--- src/msg_pkg.sv ---
// Message framing package
// Byte and length widths and the padder states

package msg_pkg;

    localparam int byte_w = 8;
    localparam int len_w  = 32;    // message length in bytes

    typedef enum logic [2:0] {
        DATA   = 3'h0,
        MARK   = 3'h1,
        ZERO   = 3'h2,
        LEN_HI = 3'h3,
        LEN_LO = 3'h4
    } pad_state_t;

endpackage

--- src/sha256_pkg.sv ---
// SHA-256 algorithm package
// Round constants, initial hash values, the word width
// and the controller states of the compression core

package sha256_pkg;

    localparam int word_w = 32;

    localparam logic [word_w-1:0] round_k [64] = '{
        32'h428a2f98, 32'h71374491, 32'hb5c0fbcf, 32'he9b5dba5,
        32'h3956c25b, 32'h59f111f1, 32'h923f82a4, 32'hab1c5ed5,
        32'hd807aa98, 32'h12835b01, 32'h243185be, 32'h550c7dc3,
        32'h72be5d74, 32'h80deb1fe, 32'h9bdc06a7, 32'hc19bf174,
        32'he49b69c1, 32'hefbe4786, 32'h0fc19dc6, 32'h240ca1cc,
        32'h2de92c6f, 32'h4a7484aa, 32'h5cb0a9dc, 32'h76f988da,
        32'h983e5152, 32'ha831c66d, 32'hb00327c8, 32'hbf597fc7,
        32'hc6e00bf3, 32'hd5a79147, 32'h06ca6351, 32'h14292967,
        32'h27b70a85, 32'h2e1b2138, 32'h4d2c6dfc, 32'h53380d13,
        32'h650a7354, 32'h766a0abb, 32'h81c2c92e, 32'h92722c85,
        32'ha2bfe8a1, 32'ha81a664b, 32'hc24b8b70, 32'hc76c51a3,
        32'hd192e819, 32'hd6990624, 32'hf40e3585, 32'h106aa070,
        32'h19a4c116, 32'h1e376c08, 32'h2748774c, 32'h34b0bcb5,
        32'h391c0cb3, 32'h4ed8aa4a, 32'h5b9cca4f, 32'h682e6ff3,
        32'h748f82ee, 32'h78a5636f, 32'h84c87814, 32'h8cc70208,
        32'h90befffa, 32'ha4506ceb, 32'hbef9a3f7, 32'hc67178f2
    };

    // a first, h last
    localparam logic [word_w-1:0] hash_iv [8] = '{
        32'h6a09e667, 32'hbb67ae85, 32'h3c6ef372, 32'ha54ff53a,
        32'h510e527f, 32'h9b05688c, 32'h1f83d9ab, 32'h5be0cd19
    };

    typedef enum logic [1:0] {
        IDLE = 2'h0,    // restart from hash_iv
        LOAD = 2'h1,    // chaining add
        NEXT = 2'h2,    // rounds
        LAST = 2'h3     // digest output
    } core_state_t;

endpackage

--- src/msg_padder.sv ---
// SHA-256 message padder
// Packs a byte stream into big-endian 32-bit words and appends
// the 0x80 marker, the zero fill and the 64-bit bit length

`timescale 1ns/1ps

module msg_padder
    import msg_pkg::*;
(
    input  logic                  clk_i,
    input  logic                  rst_n_i,
    input  logic [byte_w-1:0]     byte_data_i,
    input  logic                  byte_last_i,
    input  logic                  byte_empty_i,
    input  logic                  byte_valid_i,
    output logic                  byte_ready_o,
    output logic [4*byte_w-1:0]   word_data_o,
    output logic                  word_last_o,
    output logic                  word_valid_o,
    input  logic                  word_ready_i
);

    localparam int word_bits = 4 * byte_w;
    localparam logic [byte_w-1:0] pad_mark = {1'b1, {(byte_w-1){1'b0}}};

    pad_state_t             state;
    logic [word_bits-1:0]   acc;         // bytes of the current word
    logic [1:0]             byte_idx;
    logic [3:0]             word_idx;    // word position in the block
    logic [len_w-1:0]       msg_len;
    logic [2*word_bits-1:0] bit_len;
    logic [word_bits-1:0]   mark_word;
    logic [word_bits-1:0]   next_word;
    logic                   next_last;
    logic                   load_word;
    logic                   out_free;
    logic                   byte_fire;
    logic                   data_fire;

    assign out_free     = !word_valid_o || word_ready_i;
    assign byte_ready_o = (state == DATA) && out_free;
    assign byte_fire    = byte_valid_i && byte_ready_o;
    assign data_fire    = byte_fire && !byte_empty_i;

    assign bit_len   = {{(2*word_bits-len_w){1'b0}}, msg_len} << 3;
    // partial bytes move to the top, marker follows, rest zero
    assign mark_word = {acc[word_bits-byte_w-1:0], pad_mark} << (byte_w * (3 - byte_idx));

    always_comb begin
        load_word = 1'b0;
        next_word = '0;
        next_last = 1'b0;
        case (state)
            DATA: begin
                load_word = data_fire && (byte_idx == 2'd3);
                next_word = {acc[word_bits-byte_w-1:0], byte_data_i};
            end
            MARK: begin
                load_word = out_free;
                next_word = mark_word;
            end
            ZERO: load_word = out_free;
            LEN_HI: begin
                load_word = out_free;
                next_word = bit_len[2*word_bits-1:word_bits];
            end
            LEN_LO: begin
                load_word = out_free;
                next_word = bit_len[word_bits-1:0];
                next_last = 1'b1;
            end
            default: load_word = 1'b0;
        endcase
    end

    always_ff @(posedge clk_i or negedge rst_n_i) begin
        if (!rst_n_i) begin
            state        <= DATA;
            byte_idx     <= '0;
            word_idx     <= '0;
            msg_len      <= '0;
            word_valid_o <= 1'b0;
            word_last_o  <= 1'b0;
        end else begin
            if (load_word) begin
                word_valid_o <= 1'b1;
                word_last_o  <= next_last;
                word_idx     <= word_idx + 4'd1;    // wraps at block end
            end else if (word_ready_i) begin
                word_valid_o <= 1'b0;
            end

            case (state)
                DATA: begin
                    if (data_fire) begin
                        byte_idx <= byte_idx + 2'd1;
                        msg_len  <= msg_len + 1'b1;
                    end
                    if (byte_fire && byte_last_i)
                        state <= MARK;
                end
                MARK: if (out_free) begin
                    byte_idx <= '0;
                    state    <= (word_idx == 4'd13) ? LEN_HI : ZERO;
                end
                ZERO: if (out_free && word_idx == 4'd13)
                    state <= LEN_HI;
                LEN_HI: if (out_free)
                    state <= LEN_LO;
                LEN_LO: if (out_free) begin
                    state   <= DATA;
                    msg_len <= '0;
                end
                default: state <= DATA;
            endcase
        end
    end

    always_ff @(posedge clk_i) begin
        if (data_fire)
            acc <= {acc[word_bits-byte_w-1:0], byte_data_i};
        if (load_word)
            word_data_o <= next_word;
    end

endmodule

--- src/sha256_core.sv ---
// SHA-256 compression core
// Takes 16 words per block, runs 64 rounds with a rolling schedule
// window, chains the blocks of a message and sends the digest a to h

`timescale 1ns/1ps

module sha256_core
    import sha256_pkg::*;
(
    input  logic              clk_i,
    input  logic              rst_n_i,
    input  logic [word_w-1:0] in_data_i,
    input  logic              in_last_i,
    input  logic              in_valid_i,
    output logic              in_ready_o,
    output logic [word_w-1:0] digest_data_o,
    output logic              digest_last_o,
    output logic              digest_valid_o,
    input  logic              digest_ready_i
);

    core_state_t       state;
    logic [5:0]        rnd;
    logic [2:0]        out_cnt;
    logic              blk_last;    // current block holds the last word

    logic [word_w-1:0] a, b, c, d, e, f, g, h;
    logic [word_w-1:0] hv [8];      // chaining value, digest at the end
    logic [word_w-1:0] blk_sum [8];
    logic [word_w-1:0] win [16];    // W[t-16] .. W[t-1]

    logic              in_phase;
    logic              step;
    logic [word_w-1:0] w_sched;
    logic [word_w-1:0] w_t;
    logic [word_w-1:0] sig0, sig1;
    logic [word_w-1:0] bsig0, bsig1;
    logic [word_w-1:0] ch, maj;
    logic [word_w-1:0] t1, t2;

    function automatic logic [word_w-1:0] rotr(input logic [word_w-1:0] x, input int n);
        return (x >> n) | (x << (word_w - n));
    endfunction

    assign in_phase   = (rnd[5:4] == 2'b00);    // rounds 0 to 15
    assign in_ready_o = (state == NEXT) && in_phase;
    assign step       = (state == NEXT) && (!in_phase || in_valid_i);

    assign sig0    = rotr(win[1], 7) ^ rotr(win[1], 18) ^ (win[1] >> 3);
    assign sig1    = rotr(win[14], 17) ^ rotr(win[14], 19) ^ (win[14] >> 10);
    assign w_sched = sig1 + win[9] + sig0 + win[0];
    assign w_t     = in_phase ? in_data_i : w_sched;

    assign bsig0 = rotr(a, 2) ^ rotr(a, 13) ^ rotr(a, 22);
    assign bsig1 = rotr(e, 6) ^ rotr(e, 11) ^ rotr(e, 25);
    assign ch    = (e & f) ^ (~e & g);
    assign maj   = (a & b) ^ (a & c) ^ (b & c);
    assign t1    = h + bsig1 + ch + round_k[rnd] + w_t;
    assign t2    = bsig0 + maj;

    always_comb begin
        blk_sum[0] = hv[0] + a;
        blk_sum[1] = hv[1] + b;
        blk_sum[2] = hv[2] + c;
        blk_sum[3] = hv[3] + d;
        blk_sum[4] = hv[4] + e;
        blk_sum[5] = hv[5] + f;
        blk_sum[6] = hv[6] + g;
        blk_sum[7] = hv[7] + h;
    end

    assign digest_valid_o = (state == LAST);
    assign digest_last_o  = (state == LAST) && (out_cnt == 3'd7);
    assign digest_data_o  = hv[out_cnt];

    always_ff @(posedge clk_i or negedge rst_n_i) begin
        if (!rst_n_i) begin
            state    <= IDLE;
            rnd      <= '0;
            out_cnt  <= '0;
            blk_last <= 1'b0;
        end else begin
            case (state)
                IDLE: begin
                    rnd      <= '0;
                    out_cnt  <= '0;
                    blk_last <= 1'b0;
                    state    <= NEXT;
                end
                NEXT: if (step) begin
                    rnd <= rnd + 6'd1;                 // wraps to 0 after round 63
                    if (in_phase && in_last_i)
                        blk_last <= 1'b1;
                    if (rnd == 6'd63)
                        state <= LOAD;
                end
                LOAD: state <= blk_last ? LAST : NEXT;
                LAST: if (digest_ready_i) begin
                    out_cnt <= out_cnt + 3'd1;
                    if (out_cnt == 3'd7)
                        state <= IDLE;
                end
                default: state <= IDLE;
            endcase
        end
    end

    always_ff @(posedge clk_i) begin
        case (state)
            IDLE: begin
                hv <= hash_iv;
                {a, b, c, d, e, f, g, h} <= {hash_iv[0], hash_iv[1], hash_iv[2], hash_iv[3],
                                             hash_iv[4], hash_iv[5], hash_iv[6], hash_iv[7]};
            end
            NEXT: if (step) begin
                a <= t1 + t2;
                b <= a;
                c <= b;
                d <= c;
                e <= d + t1;
                f <= e;
                g <= f;
                h <= g;
                for (int j = 0; j < 15; j++)
                    win[j] <= win[j+1];
                win[15] <= w_t;
            end
            LOAD: begin
                hv <= blk_sum;    // also the next block's start value
                {a, b, c, d, e, f, g, h} <= {blk_sum[0], blk_sum[1], blk_sum[2], blk_sum[3],
                                             blk_sum[4], blk_sum[5], blk_sum[6], blk_sum[7]};
            end
            default: ;
        endcase
    end

endmodule

--- src/sha256_top.sv ---
// SHA-256 streaming hasher
// Byte stream in, padder into word FIFO into compression core,
// eight digest words out

`timescale 1ns/1ps

module sha256_top
    import sha256_pkg::*;
    import msg_pkg::*;
#(
    parameter int FIFO_DEPTH = 16
) (
    input  logic              clk_i,
    input  logic              rst_n_i,
    input  logic [byte_w-1:0] byte_data_i,
    input  logic              byte_last_i,
    input  logic              byte_empty_i,
    input  logic              byte_valid_i,
    output logic              byte_ready_o,
    output logic [word_w-1:0] digest_data_o,
    output logic              digest_last_o,
    output logic              digest_valid_o,
    input  logic              digest_ready_i
);

    logic [word_w-1:0] pad_data;
    logic              pad_last;
    logic              pad_valid;
    logic              pad_ready;

    logic [word_w-1:0] fifo_data;
    logic              fifo_last;
    logic              fifo_valid;
    logic              fifo_ready;

    msg_padder u_padder (
        .clk_i        (clk_i),
        .rst_n_i      (rst_n_i),
        .byte_data_i  (byte_data_i),
        .byte_last_i  (byte_last_i),
        .byte_empty_i (byte_empty_i),
        .byte_valid_i (byte_valid_i),
        .byte_ready_o (byte_ready_o),
        .word_data_o  (pad_data),
        .word_last_o  (pad_last),
        .word_valid_o (pad_valid),
        .word_ready_i (pad_ready)
    );

    word_fifo #(
        .FIFO_DEPTH (FIFO_DEPTH)
    ) u_fifo (
        .clk_i      (clk_i),
        .rst_n_i    (rst_n_i),
        .wr_data_i  (pad_data),
        .wr_last_i  (pad_last),
        .wr_valid_i (pad_valid),
        .wr_ready_o (pad_ready),
        .rd_data_o  (fifo_data),
        .rd_last_o  (fifo_last),
        .rd_valid_o (fifo_valid),
        .rd_ready_i (fifo_ready)
    );

    sha256_core u_core (
        .clk_i          (clk_i),
        .rst_n_i        (rst_n_i),
        .in_data_i      (fifo_data),
        .in_last_i      (fifo_last),
        .in_valid_i     (fifo_valid),
        .in_ready_o     (fifo_ready),
        .digest_data_o  (digest_data_o),
        .digest_last_o  (digest_last_o),
        .digest_valid_o (digest_valid_o),
        .digest_ready_i (digest_ready_i)
    );

endmodule

--- src/word_fifo.sv ---
// Message word FIFO
// Circular buffer of data words with their last flag,
// decouples the padder from the compression core

`timescale 1ns/1ps

module word_fifo
    import sha256_pkg::*;
#(
    parameter int FIFO_DEPTH = 16
) (
    input  logic              clk_i,
    input  logic              rst_n_i,
    input  logic [word_w-1:0] wr_data_i,
    input  logic              wr_last_i,
    input  logic              wr_valid_i,
    output logic              wr_ready_o,
    output logic [word_w-1:0] rd_data_o,
    output logic              rd_last_o,
    output logic              rd_valid_o,
    input  logic              rd_ready_i
);

    localparam int aw = $clog2(FIFO_DEPTH);

    logic [word_w:0] mem [FIFO_DEPTH];    // {last, data}
    logic [aw:0]     wr_ptr;              // msb is the wrap bit
    logic [aw:0]     rd_ptr;
    logic            wr_fire;
    logic            rd_fire;

    assign wr_ready_o = !((wr_ptr[aw] != rd_ptr[aw]) && (wr_ptr[aw-1:0] == rd_ptr[aw-1:0]));
    assign rd_valid_o = (wr_ptr != rd_ptr);
    assign wr_fire    = wr_valid_i && wr_ready_o;
    assign rd_fire    = rd_valid_o && rd_ready_i;

    assign {rd_last_o, rd_data_o} = mem[rd_ptr[aw-1:0]];

    always_ff @(posedge clk_i or negedge rst_n_i) begin
        if (!rst_n_i) begin
            wr_ptr <= '0;
            rd_ptr <= '0;
        end else begin
            if (wr_fire)
                wr_ptr <= wr_ptr + 1'b1;
            if (rd_fire)
                rd_ptr <= rd_ptr + 1'b1;
        end
    end

    always_ff @(posedge clk_i) begin
        if (wr_fire)
            mem[wr_ptr[aw-1:0]] <= {wr_last_i, wr_data_i};
    end

endmodule
--- config.mk ---
export PLATFORM = sky130hd
export DESIGN_NAME = sha256_top
export DESIGN_NICKNAME = d
export VERILOG_FILES = /design/src/msg_pkg.sv /design/src/sha256_pkg.sv /design/src/msg_padder.sv /design/src/sha256_core.sv /design/src/sha256_top.sv /design/src/word_fifo.sv
export SDC_FILE = /design/constraint.sdc
export NUM_CORES = 2
export LEC_CHECK = 0
export BUFFER_PORTS_ARGS = -buffer_cell sky130_fd_sc_hd__buf_2
export CAP_MARGIN = 10
export CELL_PAD_IN_SITES_DETAIL_PLACEMENT = 0
export CELL_PAD_IN_SITES_GLOBAL_PLACEMENT = 1
export CORE_ASPECT_RATIO = 1.1
export CORE_MARGIN = 3
export CORE_UTILIZATION = 35
export CTS_BUF_LIST = sky130_fd_sc_hd__clkbuf_2 sky130_fd_sc_hd__clkbuf_4 sky130_fd_sc_hd__clkbuf_8
export DETAILED_ROUTE_END_ITERATION = 16
export PLACE_DENSITY_LB_ADDON = 0.1
export SKIP_LAST_GASP = 1
export SYNTH_ARGS = -nofsm -noshare
export SYNTH_HDL_FRONTEND = slang
export SYNTH_HIERARCHICAL = 1
export SYNTH_SLANG_ARGS = --single-unit
--- constraint.sdc ---
create_clock -name clk_i -period 32 [get_ports clk_i]
set_input_delay 6.4 -clock clk_i [delete_from_list [all_inputs] [get_ports clk_i]]
set_output_delay 6.4 -clock clk_i [all_outputs]
set_load 0.05 [all_outputs]
**After elaboration in Yosys (flattened, before gate mapping)**

Memory sizes are Yosys's and may differ from the RTL's.
Index checks and enable logic that the tools add are counted.

- Output and inout bits: 35
- Input port bits: 14
- Flip-flop bits (word level): 633
- Logic and storage cells: 213
- Bits in writable memories: 1,040
- Memory bits (read-only): 2,048
- Memories kept: 3

Memory list:

| memory | words | width | rd ports | clocked after Yosys merged registers in | write ports | line | source |
|---|---|---|---|---|---|---|---|
| (no name shown) | 64 | 32 | 1 | 0 | 0 | sha256_core.sv:58 | `assign t1 = h + bsig1 + ch + round_k[rnd] + w_t;` |
| u_fifo.mem | 16 | 33 | 1 | 0 | 1 | word_fifo.sv:26 | `logic [word_w:0] mem [FIFO_DEPTH];` |
| u_core.win | 16 | 32 | 16 | 0 | 16 | sha256_core.sv:30 | `logic [word_w-1:0] win [16];` |

- Magnitude comparators: 2
- Reductions and logical operators: 37
- Bitwise logic cells: 29
- Add/sub/neg operators: 26
- Eq/ne operators: 26
- Muxes and demuxes: 59
- Shift-type cells: 1

Operator list:

| cell | count |
|---|---|
| 32-bit case mux with 3 select lines | 8 |
| 32-bit adder | 18 |
| 256-bit case mux with 2 select lines | 1 |
| 32-bit two-way mux | 15 |
| 32-bit bitwise XOR | 9 |
| 32-bit bitwise AND | 5 |
| 32-bit case mux with 4 select lines | 1 |
| 32-bit binary-select mux with 3-bit select | 1 |
| 32-bit case mux with 2 select lines | 1 |
| 32-bit by 1-bit adder with 32-bit output (second input constant) | 1 |
| 32-bit NOT | 1 |
| 10-bit by 32-bit OR with 32-bit output | 1 |
| 13-bit by 32-bit OR with 32-bit output | 1 |
| 14-bit by 32-bit OR with 32-bit output | 1 |
| 15-bit by 32-bit OR with 32-bit output | 1 |
| 19-bit by 32-bit OR with 32-bit output | 1 |
| 21-bit by 32-bit OR with 32-bit output | 1 |
| 25-bit by 32-bit OR with 32-bit output | 1 |
| 26-bit by 32-bit OR with 32-bit output | 1 |
| 30-bit by 32-bit OR with 32-bit output | 1 |
| 7-bit by 32-bit OR with 32-bit output | 1 |
| 32-bit by 32-bit left shift with 32-bit output | 1 |
| 32-bit by 22-bit bitwise XOR with 32-bit output | 1 |
| 32-bit by 29-bit bitwise XOR with 32-bit output | 1 |
| 44 further kinds | 106 |

**Longest topological paths before layout**

An unclocked memory read counts as a cell.

- Word-level depth: 12
- Mapped depth: 47
- Mapped depth without buffers: 47

**By module**

The synthesis kept the hierarchy.

Modules (own cells, without submodules):

| module | times used | cells each | area each (µm²) |
|---|---|---|---|
| sha256_core | 1 | 5,753 | 65,947.0 |
| word_fifo | 1 | 894 | 20,390.8 |
| msg_padder | 1 | 406 | 4,595.7 |

**Worst setup path before layout**

No wires, ideal clock.

- Path kind: register to register
- Start: reg u_fifo.rd_ptr[1]
- End: reg u_core.a[0] (enable)
- Stages on the path, launching flop included: 8
- Library setup time: 881 ps
- Clock period less this slack: 12,740 ps
- Required time: 31,119 ps
- Setup slack: 19,260 ps
- Arrival: 11,859 ps
- Cell sequence: dfrtp_1 buf_2 xnor2_1 nand4_1 buf_2 or2_2 nor2b_1 nor2_1

- Cells in the longest elaborated chain, start to end: 5

RTL lines:

| element | line | source |
|---|---|---|
| start, declared | word_fifo.sv:28 | `logic [aw:0] rd_ptr;` |
| start signal, assigned | word_fifo.sv:47 | `rd_ptr <= rd_ptr + 1'b1;` |
| 5-bit inequality test | word_fifo.sv:33 | `assign rd_valid_o = (wr_ptr != rd_ptr);` |
| named net fifo_valid | sha256_top.sv:33 | `logic fifo_valid;` |
| 1-bit logical OR | sha256_core.sv:47 | `assign step = (state == NEXT) && (!in_phase \|\| in_valid_i);` |
| 1-bit logical AND | sha256_core.sv:47 |  |
| 2-bit by 1-bit inequality test with 1-bit output (no source line) | n/a |  |
| 2-bit AND reduction (no source line) | n/a |  |
| end signal, assigned | sha256_core.sv:112 | `{a, b, c, d, e, f, g, h} <= {hash_iv[0], hash_iv[1], hash_iv[2], hash_iv[3],` |
| end signal, assigned | sha256_core.sv:116 | `a <= t1 + t2;` |
| end signal, assigned | sha256_core.sv:130 | `{a, b, c, d, e, f, g, h} <= {blk_sum[0], blk_sum[1], blk_sum[2], blk_sum[3],` |
| end, declared | sha256_core.sv:27 | `logic [word_w-1:0] a, b, c, d, e, f, g, h;` |

The timed path passes the listed nets, and every way through them passes these cells.
A chain may end at the register's enable or synchronous reset.

==> impl_metrics.json <==
{
  "totalWireLength_um": 306000,
  "first_global_vias": 59800,
  "layout_setup_ws_ns": 20.69,
  "crit_type": "flip-flop to flip-flop",
  "finalClockSkew_ns": 0.114,
  "layout_commonest_cell": "edfxtp_1",
  "slowest_delay_ns": 0.54,
  "dp_slack_ns": 20.78,
  "hp-class": "flip-flop to flip-flop",
  "post-dp-hpwl_um": 216000,
  "final_cell_mix": "edfxtp_1, nor2_1, xnor2_1, a21oi_1, inv_1",
  "yosysWarnings": 6,
  "rsz0062_at_grt": "false",
  "syn_area_per_cell_um2": 12.9,
  "fillers": 24800,
  "ios": 49,
  "antenna_found_initial": 8,
  "ys_seq_area_share_pct": 54.9,
  "cts_tree": "built",
  "crit_required_ns": 32.69,
  "startpoint_type": "flip-flop",
  "post-route-period-util_pct": 35.3,
  "cts-root-buf": "clkbuf_8",
  "nets": 7838,
  "netlist_instances": 7053,
  "grt_max_degree": 143,
  "clk_pin_slew_ns": 0.06,
  "relSlewSlack_pct": 19.7,
  "maxSlewViolCount": 0,
  "die_w_um": 492,
  "row_count": 195,
  "clk-insertion-delay-late_ns": 1.01,
  "cts-buffers-inserted": 311,
  "netlist_area_mm2": 0.0909,
  "grt_pass1_wl_um": 439000,
  "cts.sinks": 1673,
  "core_mm2": 0.258,
  "ys_seq_elements": 1673,
  "cp_max_fo": 6,
  "gr-total-overflow": 0,
  "hold_viol_final": 0,
  "largest_reg_flops": 528,
  "die_y_um": 541,
  "ant_nets": 0,
  "synthesis.nets": 7677,
  "synth.distinct_cells": 104,
  "min_period_ns": 11.31,
  "routed_wire_length_per_instance_um": 28.0,
  "setup-tns-final_ns": 0,
  "post_cts_buffers": 0,
  "cp-end-kind": "flip-flop",
  "vias": 59500,
  "cts_buffer_depth": 4,
  "drive_above_1_share_pct": 13.5,
  "htreeDepth": 5,
  "start_util_pct": 35.3,
  "cts_hold_buf": 0,
  "drc": 0,
  "status": "completed",
  "cp_slowest_cell": "fa_1",
  "synthArstFlopShare_pct": 3.89,
  "synth-edff-count": 1608,
  "synth_top_flop_cell": "edfxtp_1",
  "viasPerCell": 5.47,
  "syn_to_final_growth_pct": 11.4,
  "drt-initial-drc-count": 5258,
  "cts_resized": 0,
  "multi_input_area_mm2": 0.0382,
  "worst_pin_slew_ns": 1.19,
  "gp_congestion": 0.931,
  "finish.utilization_pct": 39.3,
  "io_buffer_count": 48,
  "grtUsageTotal_pct": 22.5,
  "regArea_mm2": 0.0499,
  "finalSetupViolations": 0,
  "cap_violations": 0,
  "dieArea_mm2": 0.266,
  "max_freq_mhz": 88.4,
  "drt_pass1_iterations": 6,
  "arrival_ns": 11.99
}
cell type report:
type	count	share of cell area, %
Timing Repair Buffer	173	1.19
Antenna cell	6	0.0148
Clock inverter	118	0.769
Multi-Input combinational cell	4621	37.7
Clock buffer	420	5.11
Inverter	434	1.63
Tap cell	3447	4.26
Sequential cell	1673	49.3
synthesized netlist by cell type (16+ instances only):
library cell | n | share of area [%]
nand3_1 | 109 | 0.60
xnor2_1 | 449 | 4.3
or2_2 | 26 | 0.18
o31ai_1 | 29 | 0.24
or3_1 | 32 | 0.22
and2_1 | 83 | 0.57
a221o_1 | 116 | 1.3
edfxtp_1 | 1608 | 53
mux2_2 | 64 | 0.79
nand2b_1 | 140 | 0.96
inv_1 | 429 | 1.8
clkbuf_1 | 260 | 1.1
mux2i_1 | 27 | 0.30
and3_1 | 47 | 0.32
fa_1 | 196 | 4.3
buf_4 | 18 | 0.15
o21ai_1 | 22 | 0.12
o21ai_0 | 210 | 1.2
xor2_1 | 161 | 1.6
nor2_1 | 480 | 2.0
a22o_1 | 46 | 0.44
o22ai_1 | 83 | 0.57
o21a_1 | 63 | 0.52
o21bai_1 | 53 | 0.44
a211oi_1 | 37 | 0.31
nand2_1 | 363 | 1.5
nor2b_1 | 58 | 0.40
o211ai_1 | 28 | 0.23
o311ai_0 | 16 | 0.15
dfrtp_1 | 65 | 1.8
a21o_1 | 194 | 1.6
mux4_2 | 201 | 5.0
ha_1 | 414 | 5.7
nor4_1 | 22 | 0.15
nor3_1 | 92 | 0.51
buf_1 | 28 | 0.12
a31oi_1 | 49 | 0.34
nand4_1 | 31 | 0.21
a21oi_1 | 445 | 2.4
maj3_1 | 17 | 0.19
critical path, delay by kind of cell, from the launching register on:
| family | cells | cell delay, ns |
|---|---|---|
| xor gates and xnor gates | 5 | 0.92 |
| buffers and inverters | 6 | 0.41 |
| DFF | 1 | 0.48 |
| adders and majority gates | 9 | 4.01 |
| and+or+nand+nor | 6 | 1.07 |
| AOI/OAI and AO/OA | 17 | 4.12 |
final timing paths:
kind | startpoint | cells after the start | slack (ns) | endpoint
max in group asynchronous | rst_n_i | 1 | 25.65 | u_fifo/rd_ptr[2]$_DFFE_PN0P_
setup reg to reg | u_core/win[1][213]$_DFFE_PP_ | 43 | 20.69 | u_core/a[29]$_DFFE_PP_
min in group asynchronous | rst_n_i | 1 | 5.54 | u_padder/word_idx[0]$_DFFE_PN0P_
hold / removal | u_core/win[0][112]$_DFFE_PP_ | 0 | 0.36 | u_core/win[0][80]$_DFFE_PP_
hold reg to reg | u_core/win[0][112]$_DFFE_PP_ | 0 | 0.36 | u_core/win[0][80]$_DFFE_PP_
setup / recovery | u_core/win[1][213]$_DFFE_PP_ | 43 | 20.69 | u_core/a[29]$_DFFE_PP_
per-layer routing:
layer  global-route usage, %  part of all wire, %  vias to the layer above
met2                    34.6                   45                     1848
met1                    33.6                   47                    30600
met5                       0                    0                        -
li1                        -                    -                    26700
met3                    3.24                  5.7                      371
met4                    5.24                  2.3                        0
logic make-up (layout without fill, tap and decap cells):
kind of cell	Yosys count	after routing	share of synthesized area, %
flip-flops	1673	1673	54.9
AND/OR/NAND/NOR	1524	1524	8.00
buffers and inverters	759	1145	3.27
other	0	6	0
AO/OA/AOI/OAI	1568	1568	11.7
XOR/XNOR	610	610	5.88
adder cells (fa/ha/maj)	627	627	10.2
multiplexers	292	292	6.07
stage by stage:
stage | hold slack, ns | instance area (um2) | std cells
2_1_floorplan | 0.400 | 90900 | 7053
3_3_place_gp | 0.400 | 95300 | 10300
3_5_place_dp | 0.405 | 95300 | 10300
4_1_cts | 0.346 | 101000 | 10900
5_1_grt | 0.350 | 101000 | 10900
6_report | 0.358 | 101000 | 10900
Power is left out: the tool's default activity adds up to more than one toggle a clock period on the data nets, which glitch-free logic cannot reach.
